$ cat config.mk
export PLATFORM = sky130hd
export DESIGN_NAME = gpio
export DESIGN_NICKNAME = d
export VERILOG_FILES = /design/src/verilog/sys_pkg.sv /design/src/verilog/gpio.sv
export SDC_FILE = /design/constraint.sdc
export NUM_CORES = 1
export LEC_CHECK = 0
export BUFFER_PORTS_ARGS = -buffer_cell sky130_fd_sc_hd__buf_2
export CORE_MARGIN = 2
export CORE_UTILIZATION = 35
export CTS_CLUSTER_DIAMETER = 60
export CTS_CLUSTER_SIZE = 28
export DETAILED_ROUTE_END_ITERATION = 12
export PLACE_DENSITY = 0.75
export REMOVE_ABC_BUFFERS = 1
export SYNTH_ARGS = -nofsm -noshare
export SYNTH_HDL_FRONTEND = slang
export SYNTH_SLANG_ARGS = --single-unit
$ cat constraint.sdc
create_clock -name clk_sys_i -period 1.14 [get_ports clk_sys_i]
set_clock_uncertainty 0.05 [all_clocks]
set_input_delay 0.228 -clock clk_sys_i [delete_from_list [all_inputs] [get_ports clk_sys_i]]
set_output_delay 0.228 -clock clk_sys_i [all_outputs]
set_load 0.005 [all_outputs]
$ cat src/verilog/sys_pkg.sv
// address map, bus widths and device encoding of the memory-bus subsystem
// imported with a wildcard by every module and by the testbench
`default_nettype none

package sys_pkg;

  // bus widths
  localparam int ADDR_WIDTH = 32;
  localparam int DATA_WIDTH = 32;
  localparam int BE_WIDTH   = DATA_WIDTH / 8;

  // ram window, 64 KiB
  localparam logic [31:0] MEM_START = 32'h0010_0000;
  localparam logic [31:0] MEM_SIZE  = 32'h0001_0000;
  localparam logic [31:0] MEM_MASK  = ~(MEM_SIZE - 32'd1);

  // gpio window, 4 KiB
  localparam logic [31:0] GPIO_START = 32'h8000_0000;
  localparam logic [31:0] GPIO_SIZE  = 32'h0000_1000;
  localparam logic [31:0] GPIO_MASK  = ~(GPIO_SIZE - 32'd1);

  // ram geometry in words
  localparam int RAM_DEPTH = int'(MEM_SIZE / 32'd4);
  localparam int RAM_AW    = $clog2(RAM_DEPTH);

  // gpio pin counts
  localparam int GPI_WIDTH = 8;
  localparam int GPO_WIDTH = 16;

  // register offsets inside the gpio window
  localparam int GPO_OFFSET = 0;
  localparam int GPI_OFFSET = 4;

  // target of a data request
  // dev_none means no window matched, answered with an error
  typedef enum logic [1:0] {
    dev_ram  = 2'd0,
    dev_gpio = 2'd1,
    dev_none = 2'd2
  } bus_device_e;

endpackage

`default_nettype wire

$ cat src/verilog/gpio.sv
// gpio block on the data bus
// one output register with byte enables, one readable input register
`timescale 1ns/1ps
`default_nettype none

module gpio
  import sys_pkg::*;
(
  input  wire logic                  clk_sys_i,
  input  wire logic                  rst_sys_ni,

  // bus side
  input  wire logic                  req_i,
  input  wire logic [ADDR_WIDTH-1:0] addr_i,
  input  wire logic                  we_i,
  input  wire logic [BE_WIDTH-1:0]   be_i,
  input  wire logic [DATA_WIDTH-1:0] wdata_i,
  output logic                       rvalid_o,
  output logic [DATA_WIDTH-1:0]      rdata_o,

  // pins
  input  wire logic [GPI_WIDTH-1:0]  gp_i,
  output logic [GPO_WIDTH-1:0]       gp_o
);

  logic [ADDR_WIDTH-1:0] offset;
  logic                  sel_gpo;
  logic                  sel_gpi;

  // offset inside the 4 KiB window
  assign offset  = addr_i & ~GPIO_MASK;
  assign sel_gpo = offset == ADDR_WIDTH'(GPO_OFFSET);
  assign sel_gpi = offset == ADDR_WIDTH'(GPI_OFFSET);

  // output register
  // only the low bytes exist, upper enables have nothing to hit
  always_ff @(posedge clk_sys_i or negedge rst_sys_ni) begin
    if (!rst_sys_ni) begin
      gp_o <= '0;
    end else if (req_i && we_i && sel_gpo) begin
      for (int i = 0; i < GPO_WIDTH / 8; i++) begin
        if (be_i[i]) begin
          gp_o[8*i +: 8] <= wdata_i[8*i +: 8];
        end
      end
    end
  end

  // read mux, unknown offsets read zero
  always_ff @(posedge clk_sys_i) begin
    if (req_i) begin
      if (sel_gpo) begin
        rdata_o <= DATA_WIDTH'(gp_o);
      end else if (sel_gpi) begin
        rdata_o <= DATA_WIDTH'(gp_i);
      end else begin
        rdata_o <= '0;
      end
    end
  end

  // one response per request
  always_ff @(posedge clk_sys_i or negedge rst_sys_ni) begin
    if (!rst_sys_ni) begin
      rvalid_o <= 1'b0;
    end else begin
      rvalid_o <= req_i;
    end
  end

endmodule

`default_nettype wire

==> impl_metrics.tcl <==
set metrics [dict create \
    cts_sinks 33 \
    layout.nets 269 \
    worstSetupPathType "in2reg" \
    synth_compound_area_frac 0 \
    finalSetupViolCount 32 \
    netlist_area_um2 1480 \
    status "finished, violations left" \
    cp_top_family "simple AND/OR/NAND/NOR gates" \
    die_w_um 69.0 \
    yosysTopAreaCell "edfxtp_1" \
    vias 1055 \
    grt_first_pass_wirelength_um 5300 \
    cts_inserted_buffers 5 \
    violations "setup timing" \
    synthTopCellsByArea "edfxtp_1 32%, dfrtp_1 29%, mux2_2 12%" \
    irDropWorstVdd_uv 487 \
    hold_start "wdata_i[0]" \
    switchingPower_uw 483 \
    synthXorXnorAreaFrac 0 \
    grt_start_max_net_pins 18 \
    initial_core_util 0.367 \
    synthAdderAreaFrac 0 \
    synth_seq_cells 33 \
    die_h_um 69.0 \
    netlist_instances 101 \
    slowest_delay_ns 0.57 \
    worst_slack_ns -0.416 \
    drt_iter0_drc 2 \
    fill_cells 359 \
    layout_common_cells "73 x buf_2, 17 x dfrtp_1, 16 x mux2_4, 16 x conb_1, 16 x edfxtp_1" \
    clock_latency_ns 0.28 \
    dr.pass1.iters 4 \
    core_um2 4030 \
    antenna_found_initial 0 \
    fp.dieArea_um2 4770 \
    path_max_fanout 8 \
    htreeDepth 2 \
    clk_pin_slew_ns 0.06 \
    cpMostUsedCell "buf_6" \
    fin_util 0.524 \
    synth_top_area_share 0.325 \
    p_seq_frac 0.546 \
    path_buf_inv 2 \
    final_cell_area_um2 2110 \
    ff2ff_path_depth 2 \
    grt_pass1_vias 1071 \
    fmax_mhz 643 \
    finalSetupTns_ns -12.39 \
    ys_warn_count 0 \
    yosysSeqAreaShare 0.612 \
    synthSimpleGateAreaFrac 0.123 \
    worstHoldEndpoint "gp_o[0]" \
    intPower_uw 1870 \
    io_pins 129 \
    crit_path_start_kind "input port" \
    area_delta_synth_final_pct 42.7 \
    leakage_uw 0.00108 \
    synth_top_family_by_area "multiplexers" \
    clock_path_buffers 2 \
    required_ns 1.26 \
    drive_gt1_frac 0.611 \
    crit_cells 5 \
    r2r_start "gp_o[1]" \
    num_antenna_cells 0 \
    hp-class "in2reg" \
    crit_chain "buf_6, or4_4, nor4_4, buf_6, mux2_4" \
    end_kind "register" \
    min_period_ns 1.56 \
    clkPwrFrac 0.371 \
    reg2reg_slack_ns 0.11 \
    drc_errors 0 \
    post_synth_mux_area_share 0.176 \
    layout_commonest_cell "buf_2" \
    swShare 0.206 \
    portBuffers 74 \
    cts_tree "done" \
    viasPerCell 4.40 \
    critPathSlowestCell "or4_4" \
    drt_wl_total_um 3260 \
    yosysUniqueCellTypes 15 \
    placed_cell_area_um2 1890 \
    grt_use_total 0.145 \
    root_buffer "clkbuf_8" \
    finalMaxSlewViolations 0 \
    arrival_ns 1.67 \
    powerDensity_nw_per_um2 1110 \
    syn-mean-instance-area_um2 14.7 \
    holdWs_ns 0.129 \
    wl_per_cell_um 13.6 \
    drv_cap 0 \
    comb_power_share 0.083 \
    r2r-end "rdata_o[1]" \
    ant_nets 0 \
    hold_viol 0 \
    rsz0062_at_grt "yes" \
    hold_depth 2 \
    rows 23 \
    grt_remaining_overflow 0 \
    gp_congestion 0.882 \
    finalCritPeriodShare 1.36 \
]
-- layout make-up --
class	instances	area [um2]	area share
Sequential cell	33	906	0.429
Multi-Input combinational cell	65	592	0.280
Clock buffer	8	90.1	0.0427
Timing Repair Buffer	84	462	0.219
Tap cell	50	62.6	0.0296
-- stage by stage --
step           power, uW  instances  setup slack (ns)
2_1_floorplan       1350         98            -0.694
3_3_place_gp        1490        229            -0.742
3_5_place_dp        1490        229            -0.764
4_1_cts             2370        239            -0.400
5_1_grt             2440        240            -0.452
6_report            2350        240            -0.416
-- cells in the mapped netlist --
master,n
dfrtp_1,17
buf_4,16
edfxtp_1,16
mux2_2,16
and2_1,8
mux2i_1,8
nor2_1,8
clkbuf_1,2
nand4b_1,2
nor4_4,2
or4_4,2
conb_1,1
nor4_1,1
or3_1,1
or3_2,1
-- per-layer routing --
layer	GRT usage	vias to the layer above	share of wire
met5	0	-	0
met4	0.0871	0	0.031
met3	0.0526	8	0.070
met2	0.223	46	0.51
met1	0.174	496	0.39
li1	-	505	-
-- power by group through the flow --
stage	sequential (uW)	clock (uW)	combinational [uW]
finish	1280	871	196
global route	1280	941	215
CTS	1280	894	192
detailed placement	1310	0	182
global placement	1310	0	181
floorplan	1310	0	39.3
-- repair_timing --
item,in CTS,in global routing
hold endpoints to repair,17,0
cloned,0,0
buffers inserted,1,1
hold buffers,1,0
endpoints found under the setup margin,32,33
pin swaps,13,1
resized for setup,22,6
-- registers in the layout, indices dropped and copies added (netlist names) --
| register | flops |
|---|---|
| gp_o | 16 |
| rdata_o | 16 |
| rvalid_o | 1 |
-- worst max-delay path by stage --
stage,start,endpoint,slack (ns)
2_1_floorplan,addr_i[5],gp_o[0],-0.69
3_3_place_gp,addr_i[5],gp_o[13],-0.74
3_5_place_dp,addr_i[5],gp_o[12],-0.76
4_1_cts,addr_i[3],gp_o[12],-0.40
5_1_grt,addr_i[3],gp_o[6],-0.45
6_report,addr_i[3],gp_o[13],-0.42
-- cell families (layout without fill, tap and decap cells) --
logic type | after synthesis | in the layout
muxes | 24 | 24
buffers and inverters | 18 | 92
other | 1 | 16
DFF | 33 | 33
and+or+nand+nor | 25 | 25
Note: power is estimated with default switching activity, not from simulation.
