===== config.mk =====
export PLATFORM = sky130hd
export DESIGN_NAME = data_bus
export DESIGN_NICKNAME = d
export VERILOG_FILES = /design/src/verilog/sys_pkg.sv /design/src/verilog/data_bus.sv
export SDC_FILE = /design/constraint.sdc
export NUM_CORES = 1
export LEC_CHECK = 0
export ABC_CLOCK_PERIOD_IN_PS = 2000
export BUFFER_PORTS_ARGS = -buffer_cell sky130_fd_sc_hd__buf_2
export CAP_MARGIN = 20
export CELL_PAD_IN_SITES_DETAIL_PLACEMENT = 1
export CELL_PAD_IN_SITES_GLOBAL_PLACEMENT = 2
export CORE_MARGIN = 1.5
export CORE_UTILIZATION = 10
export CTS_BUF_LIST = sky130_fd_sc_hd__clkbuf_8
export DETAILED_ROUTE_END_ITERATION = 10
export PLACE_DENSITY_LB_ADDON = 0.15
export SYNTH_ARGS = -nofsm -noshare
export SYNTH_HDL_FRONTEND = slang
export SYNTH_SLANG_ARGS = --single-unit

===== constraint.sdc =====
create_clock -name clk_sys_i -period 2 [get_ports clk_sys_i]
set_clock_uncertainty 0.15 [all_clocks]
set_input_delay 0.2 -clock clk_sys_i [delete_from_list [all_inputs] [get_ports clk_sys_i]]
set_output_delay 0.2 -clock clk_sys_i [all_outputs]
set_load 0.03 [all_outputs]

===== src/verilog/sys_pkg.sv =====
// address map, bus widths and device encoding of the memory-bus subsystem
// imported with a wildcard by every module and by the testbench
`default_nettype none

package sys_pkg;

  // bus widths
  localparam int ADDR_WIDTH = 32;
  localparam int DATA_WIDTH = 32;
  localparam int BE_WIDTH   = DATA_WIDTH / 8;

  // ram window, 64 KiB
  localparam logic [31:0] MEM_START = 32'h0010_0000;
  localparam logic [31:0] MEM_SIZE  = 32'h0001_0000;
  localparam logic [31:0] MEM_MASK  = ~(MEM_SIZE - 32'd1);

  // gpio window, 4 KiB
  localparam logic [31:0] GPIO_START = 32'h8000_0000;
  localparam logic [31:0] GPIO_SIZE  = 32'h0000_1000;
  localparam logic [31:0] GPIO_MASK  = ~(GPIO_SIZE - 32'd1);

  // ram geometry in words
  localparam int RAM_DEPTH = int'(MEM_SIZE / 32'd4);
  localparam int RAM_AW    = $clog2(RAM_DEPTH);

  // gpio pin counts
  localparam int GPI_WIDTH = 8;
  localparam int GPO_WIDTH = 16;

  // register offsets inside the gpio window
  localparam int GPO_OFFSET = 0;
  localparam int GPI_OFFSET = 4;

  // target of a data request
  // dev_none means no window matched, answered with an error
  typedef enum logic [1:0] {
    dev_ram  = 2'd0,
    dev_gpio = 2'd1,
    dev_none = 2'd2
  } bus_device_e;

endpackage

`default_nettype wire


===== src/verilog/data_bus.sv =====
// data-side interconnect for a single host
// decodes each request onto the ram or the gpio and merges the responses
`timescale 1ns/1ps
`default_nettype none

module data_bus
  import sys_pkg::*;
(
  input  wire logic                  clk_sys_i,
  input  wire logic                  rst_sys_ni,

  // host side
  input  wire logic                  data_req_i,
  input  wire logic [ADDR_WIDTH-1:0] data_addr_i,
  input  wire logic                  data_we_i,
  input  wire logic [BE_WIDTH-1:0]   data_be_i,
  input  wire logic [DATA_WIDTH-1:0] data_wdata_i,
  output logic                       data_gnt_o,
  output logic                       data_rvalid_o,
  output logic [DATA_WIDTH-1:0]      data_rdata_o,
  output logic                       data_err_o,

  // device responses
  input  wire logic                  ram_rvalid_i,
  input  wire logic [DATA_WIDTH-1:0] ram_rdata_i,
  input  wire logic                  gpio_rvalid_i,
  input  wire logic [DATA_WIDTH-1:0] gpio_rdata_i,

  // device requests
  output logic                       ram_req_o,
  output logic                       gpio_req_o,
  output logic [ADDR_WIDTH-1:0]      dev_addr_o,
  output logic                       dev_we_o,
  output logic [BE_WIDTH-1:0]        dev_be_o,
  output logic [DATA_WIDTH-1:0]      dev_wdata_o
);

  bus_device_e dev_sel;
  bus_device_e dev_sel_q;
  logic        err_pending_q;

  // address decode against base and mask
  // ram checked first, windows do not overlap anyway
  always_comb begin
    dev_sel = dev_none;
    if ((data_addr_i & MEM_MASK) == MEM_START) begin
      dev_sel = dev_ram;
    end else if ((data_addr_i & GPIO_MASK) == GPIO_START) begin
      dev_sel = dev_gpio;
    end
  end

  // no back-pressure, every request granted at once
  assign data_gnt_o = data_req_i;

  // at most one device strobe
  assign ram_req_o  = data_req_i & (dev_sel == dev_ram);
  assign gpio_req_o = data_req_i & (dev_sel == dev_gpio);

  // payload shared by both devices
  assign dev_addr_o  = data_addr_i;
  assign dev_we_o    = data_we_i;
  assign dev_be_o    = data_be_i;
  assign dev_wdata_o = data_wdata_i;

  // remember the target for the response cycle
  // idle cycles park on dev_none with nothing pending
  always_ff @(posedge clk_sys_i or negedge rst_sys_ni) begin
    if (!rst_sys_ni) begin
      dev_sel_q     <= dev_none;
      err_pending_q <= 1'b0;
    end else begin
      dev_sel_q     <= data_req_i ? dev_sel : dev_none;
      err_pending_q <= data_req_i & (dev_sel == dev_none);
    end
  end

  // response merge
  always_comb begin
    data_rvalid_o = 1'b0;
    data_rdata_o  = '0;
    data_err_o    = 1'b0;
    case (dev_sel_q)
      dev_ram: begin
        data_rvalid_o = ram_rvalid_i;
        data_rdata_o  = ram_rdata_i;
      end
      dev_gpio: begin
        data_rvalid_o = gpio_rvalid_i;
        data_rdata_o  = gpio_rdata_i;
      end
      default: begin
        // unmapped access, error with zero data
        data_rvalid_o = err_pending_q;
        data_err_o    = err_pending_q;
      end
    endcase
  end

endmodule

`default_nettype wire


==> metrics, run 1 <==
status finished with violations; failing checks DRC; I/O pin cnt between 200 and 250; Leak Pwr approximately 0.86 nW; DR iter-0 viols 51; maximum net fanout on the critical path 4; fin. max-slew vios 0; Peak Freq 0.565 GHz; Critical Path End Type output port; grt ovf 0; Critical Path End gpio_req_o; CP startpoint kind primary input; commonest non-fill, non-tap cell in the layout buf_2; Avg Cell Area, Syn around 7.4 um2; Post-Synthesis Cells about 160; Yosys cell types 16; CTS sink cnt 3; Reg clk slew, reported paths 0.03 ns; VDD IR max 0.106 mV; CTS H-tree lvls 1; Detailed Routing Iterations Pass 1 7; cell area after synthesis about 1200 um2; Core ar. 11,500 um2; setup_tns 0 ns; die width around 110 um; CTS root buffer clkbuf_8; TritonCTS clock tree done; Fill cells 1,439; count of final hold-check violations 0; WL/cell roughly 11 um; RSZ-0062 raised after global routing false; nets 377; largest net degree at the start of global routing 30; drt drc 13; CTS buffer count 3; Synth area leader buf_4; Final min period between 1.5 and 2 ns; arrival time worst endpoint between 1 and 1.5 ns; initial antenna violation count 0; port bufs roughly 150; placed wire-length estimate about 3700 um; Core Util, Final 0.142; Max clock buf depth 2; routability cong. 0.636; via count around 1.3k; Die Ht ~110 um; Synth Warn # 0; dominant cells by area after synthesis buf_4, mux2i_1, nor2_1; num rows 39; Initial Util 0.104; most frequent cells in the layout buf_2, mux2i_1, nor2_1; global-route wire length before repair 6320 um; MaxCap Viol Count 0; area delta synth->final 37.1%; Synth Register Bits 3; Synth Net Count between 200 and 300; post_cts resized 0; gr usage total 0.0625; DRT antenna net count 0; worst-margin pin slew 0.463 ns; Relative slew margins 0.689; share of cells above drive strength 1 0.651; CP Launch Point data_addr_i[17]; Seq/Total Area, Yosys 0.0639; drt total wl roughly 4300 um; Req. time, crit path 1.65 ns; Final Setup Violations 0; period utilization 0.885; PD cells about 260 nW/um2; crit path kind primary input to output port; die area 12,600 um2; diodes inserted 0; vias in the first global route approximately 1.4k; vias per inst around 3.4; Yosys top cell area share 0.459; Hold Crit Class primary input to flop
-- cell families after synthesis --
group,share of synthesized area
DFF,0.0639
AOI/OAI and AO/OA,0.0189
buffers and inverters,0.476
and+or+nand+nor,0.165
muxes,0.277
-- how the worst min path moves through the flow --
stage                               end       start  cells after the start
after floorplan            dev_sel_q[0]  rst_sys_ni                      0
after global placement    err_pending_q  rst_sys_ni                      1
final                      dev_sel_q[1]  data_req_i                      2
after global routing       dev_sel_q[1]  data_req_i                      2
after detailed placement  err_pending_q  rst_sys_ni                      1
after CTS                  dev_sel_q[1]  data_req_i                      2
-- synth_stat cells --
cell type  instances
and2_1             1
buf_2              1
a21boi_0           1
nor2_1            33
dfrtp_1            2
mux2i_1           33
nand3_1            1
buf_4             73
dfstp_2            1
a21o_1             1
and4_1             2
clkbuf_1           4
and3_1             1
nor2b_1            2
nor4_1             4
o21bai_1           1
-- through the flow --
| step | total power, W | std cells | hold WS (ns) | setup slack, ns | area [um2] |
|---|---|---|---|---|---|
| 3_5_place_dp | 0.000260 | 376 | -0.153 | 0.203 | 1580 |
| 5_1_grt | 0.000462 | 381 | 0.0762 | 0.0956 | 1640 |
| 6_report | 0.000427 | 381 | 0.0473 | 0.230 | 1640 |
| 3_3_place_gp | 0.000259 | 376 | -0.153 | 0.178 | 1580 |
| 4_1_cts | 0.000437 | 381 | 0.0573 | 0.198 | 1640 |
| 2_1_floorplan | 0.000356 | 161 | -0.246 | 0.288 | 1190 |
-- worst max-delay path, stage by stage --
cell and delay (ns):
buf_2 0.10, nor4_1 0.27, buf_4 0.16, and4_1 0.26
and4_1 0.22, buf_2 0.20
-- metal layers --
layer  global-route usage  part of all wire  vias to the layer above
met5                    0                 0                        -
met1               0.0632              0.36                      572
li1                     -                 -                      612
met2                0.121              0.49                      100
met4               0.0304             0.015                        0
met3               0.0124              0.13                       12
-- where the power goes --
| group | switching (W) | internal (W) | total (W) |
|---|---|---|---|
| logic | 0.000101 | 0.0000950 | 0.000196 |
| clock network | 0.0000376 | 0.000130 | 0.000168 |
| registers | 0.000000226 | 0.0000622 | 0.0000625 |
-- layout make-up --
| type | count | area, um2 | area share |
|---|---|---|---|
| Tap cell | 143 | 179 | 0.109 |
| Clock inverter | 1 | 3.75 | 0.00229 |
| Timing Repair Buffer | 151 | 786 | 0.480 |
| Sequential cell | 3 | 77.6 | 0.0474 |
| Clock buffer | 3 | 41.3 | 0.0252 |
| Multi-Input combinational cell | 80 | 549 | 0.336 |
-- flip-flops by register name, summed over array words and instances, names as in the netlist --
signal and count:
dev_sel_q 2, err_pending_q 1
-- timing repair --
action,in CTS,in global routing
buffers inserted,0,0
hold buffers,1,0
endpoints found under the hold margin,3,0
Power figures use the tool's default switching activity.
==> run 2: changes to the inputs <==
--- a/config.mk
+++ b/config.mk
@@ -14,7 +14,7 @@
 export CORE_UTILIZATION = 10
 export CTS_BUF_LIST = sky130_fd_sc_hd__clkbuf_8
 export DETAILED_ROUTE_END_ITERATION = 10
-export PLACE_DENSITY_LB_ADDON = 0.15
+export PLACE_DENSITY_LB_ADDON = 0.1
 export SYNTH_ARGS = -nofsm -noshare
 export SYNTH_HDL_FRONTEND = slang
 export SYNTH_SLANG_ARGS = --single-unit
==> metrics, run 2 (synthesis results as in run 1) <==
diodes inserted 0 (unchanged); global-route wire length before repair 7230 um (+14%); num rows 39 (unchanged); max reg flops 2 (unchanged); Hold Crit Class primary input to flop; Req. time, crit path 1.65 ns (about the same); CTS sink cnt 3 (unchanged); TritonCTS clock tree done; Core ar. 11,500 um2 (unchanged); maximum net fanout on the critical path 33 (+29); setup_tns 0 ns (unchanged); failing checks DRC; drt total wl 4820 um (+13%); CTS H-tree lvls 1 (unchanged); Largest Register dev_sel_q; most frequent cells in the layout buf_2, mux2i_1, nor2_1; CP startpoint kind flop; WL/cell 12.7 um (+14%); fin. max-slew vios 0 (unchanged); Worst path slowest cell dfrtp_2; drt drc 19 (+6); die width 112 um (unchanged); commonest non-fill, non-tap cell in the layout buf_2; Relative slew margins 0.772 (+0.0833); worst hold margin 0.0544 ns (+0.00709 ns); crit path kind flop to output port; port bufs 145 (unchanged); vias in the first global route 1,379 (+0.66%); Die Ht 112 um (unchanged); Detailed Routing Iterations Pass 1 9 (+2); Critical Path End data_rdata_o[14]; count of final hold-check violations 0 (unchanged); area delta synth->final 36.9%; die area 12,600 um2 (unchanged); Reg clk slew, reported paths 0.03 ns (about the same); DR iter-0 viols 65 (+27%); RSZ-0062 raised after global routing false; largest net degree at the start of global routing 34 (+13%); I/O pin cnt 244 (unchanged); period utilization 0.852 (-0.0336); critical path depth 4 (-2); Max clock buf depth 2 (unchanged); grt ovf 0 (unchanged); nets 375 (-0.53%); CTS root buffer clkbuf_8; status finished with violations; Peak Freq 0.587 GHz (+3.9%); CP cell instances buf_12 -> mux2i_1 -> nor2_1 -> buf_2; CP Launch Point dev_sel_q[0]; DRT antenna net count 0 (unchanged); Leak Pwr 0.856 nW (-0.36%); share of cells above drive strength 1 0.648 (-0.00296); Critical Path End Type output port; gr usage total 0.0715 (+0.00900); Final min period 1.70 ns (-0.0671 ns); placed wire-length estimate 4020 um (+9.3%); worst-margin pin slew 0.339 ns (-0.124 ns); PD cells 264 nW/um2 (+1.2%); vias per inst 3.53 (+3.9%); arrival time worst endpoint 1.35 ns (-0.07 ns); CTS buffer count 3 (unchanged); Core Util, Final 0.142 (-0.000217); routability cong. 0.635 (-0.14%); Fill cells 1,449 (+0.69%); via count 1,339 (+3.3%); CP Buf/Inv Count 2 (-1); initial antenna violation count 0 (unchanged); hold path start data_req_i; Final Setup Violations 0 (unchanged); Final Worst Setup Slack 0.297 ns (+0.0671 ns); biggest regs dev_sel_q (2), err_pending_q (1); dpl ws 0.262 ns (+0.0585 ns); VDD IR max 0.141 mV (+33%); crit-path max cell delay 0.36 ns (+0.09 ns); Top delay family on crit path buffers and inverters; MaxCap Viol Count 0 (unchanged); Initial Util 0.104 (unchanged)
[run 2: cell types whose count changed in the layout (fill, tap and decap cells not counted)]
cell,previous run,this run
buf_4,4,1
buf_12,1,2
[run 2: through the flow]
stage | power (W) | cells | area, um2
3_3_place_gp | 0.000262 | 374 | 1580
3_5_place_dp | 0.000262 | 374 | 1580
2_1_floorplan | 0.000356 | 161 | 1190
5_1_grt | 0.000462 | 379 | 1630
4_1_cts | 0.000440 | 379 | 1630
6_report | 0.000431 | 379 | 1630
[run 2: worst min-delay path by stage]
stage | depth (start not counted) | end
3_5_place_dp | 1 | err_pending_q
4_1_cts | 2 | dev_sel_q[1]
2_1_floorplan | 0 | dev_sel_q[0]
5_1_grt | 2 | dev_sel_q[1]
3_3_place_gp | 1 | err_pending_q
6_report | 2 | dev_sel_q[1]
[run 2: power breakdown]
group | total (W) | leakage, nW | internal [W] | switching, W
clock network | 0.000171 | 0.0269 | 0.000131 | 0.0000403
registers | 0.0000624 | 0.0345 | 0.0000622 | 0.000000159
logic | 0.000198 | 0.795 | 0.0000950 | 0.000103
[run 2: layout make-up]
| type | count | area (um2) | area share |
|---|---|---|---|
| Clock buffer | 3 | 41.3 | 0.0253 |
| Clock inverter | 1 | 3.75 | 0.00230 |
| Multi-Input combinational cell | 80 | 549 | 0.336 |
| Sequential cell | 3 | 77.6 | 0.0475 |
| Tap cell | 143 | 179 | 0.109 |
| Timing Repair Buffer | 149 | 783 | 0.479 |
[run 2: layer usage]
layer	global-route usage	routed length [um]	up-vias
li1	-	-	610
met2	0.134	2430	128
met4	0.0219	38	0
met3	0.0265	709	16
met1	0.0737	1640	585
met5	0	0	-
[run 2: what timing repair did]
action | CTS | global route
hold buffers | 1 | 0
setup buffers | 0 | 0
resized for setup | 0 | 0
hold endpoints to repair | 3 | 0
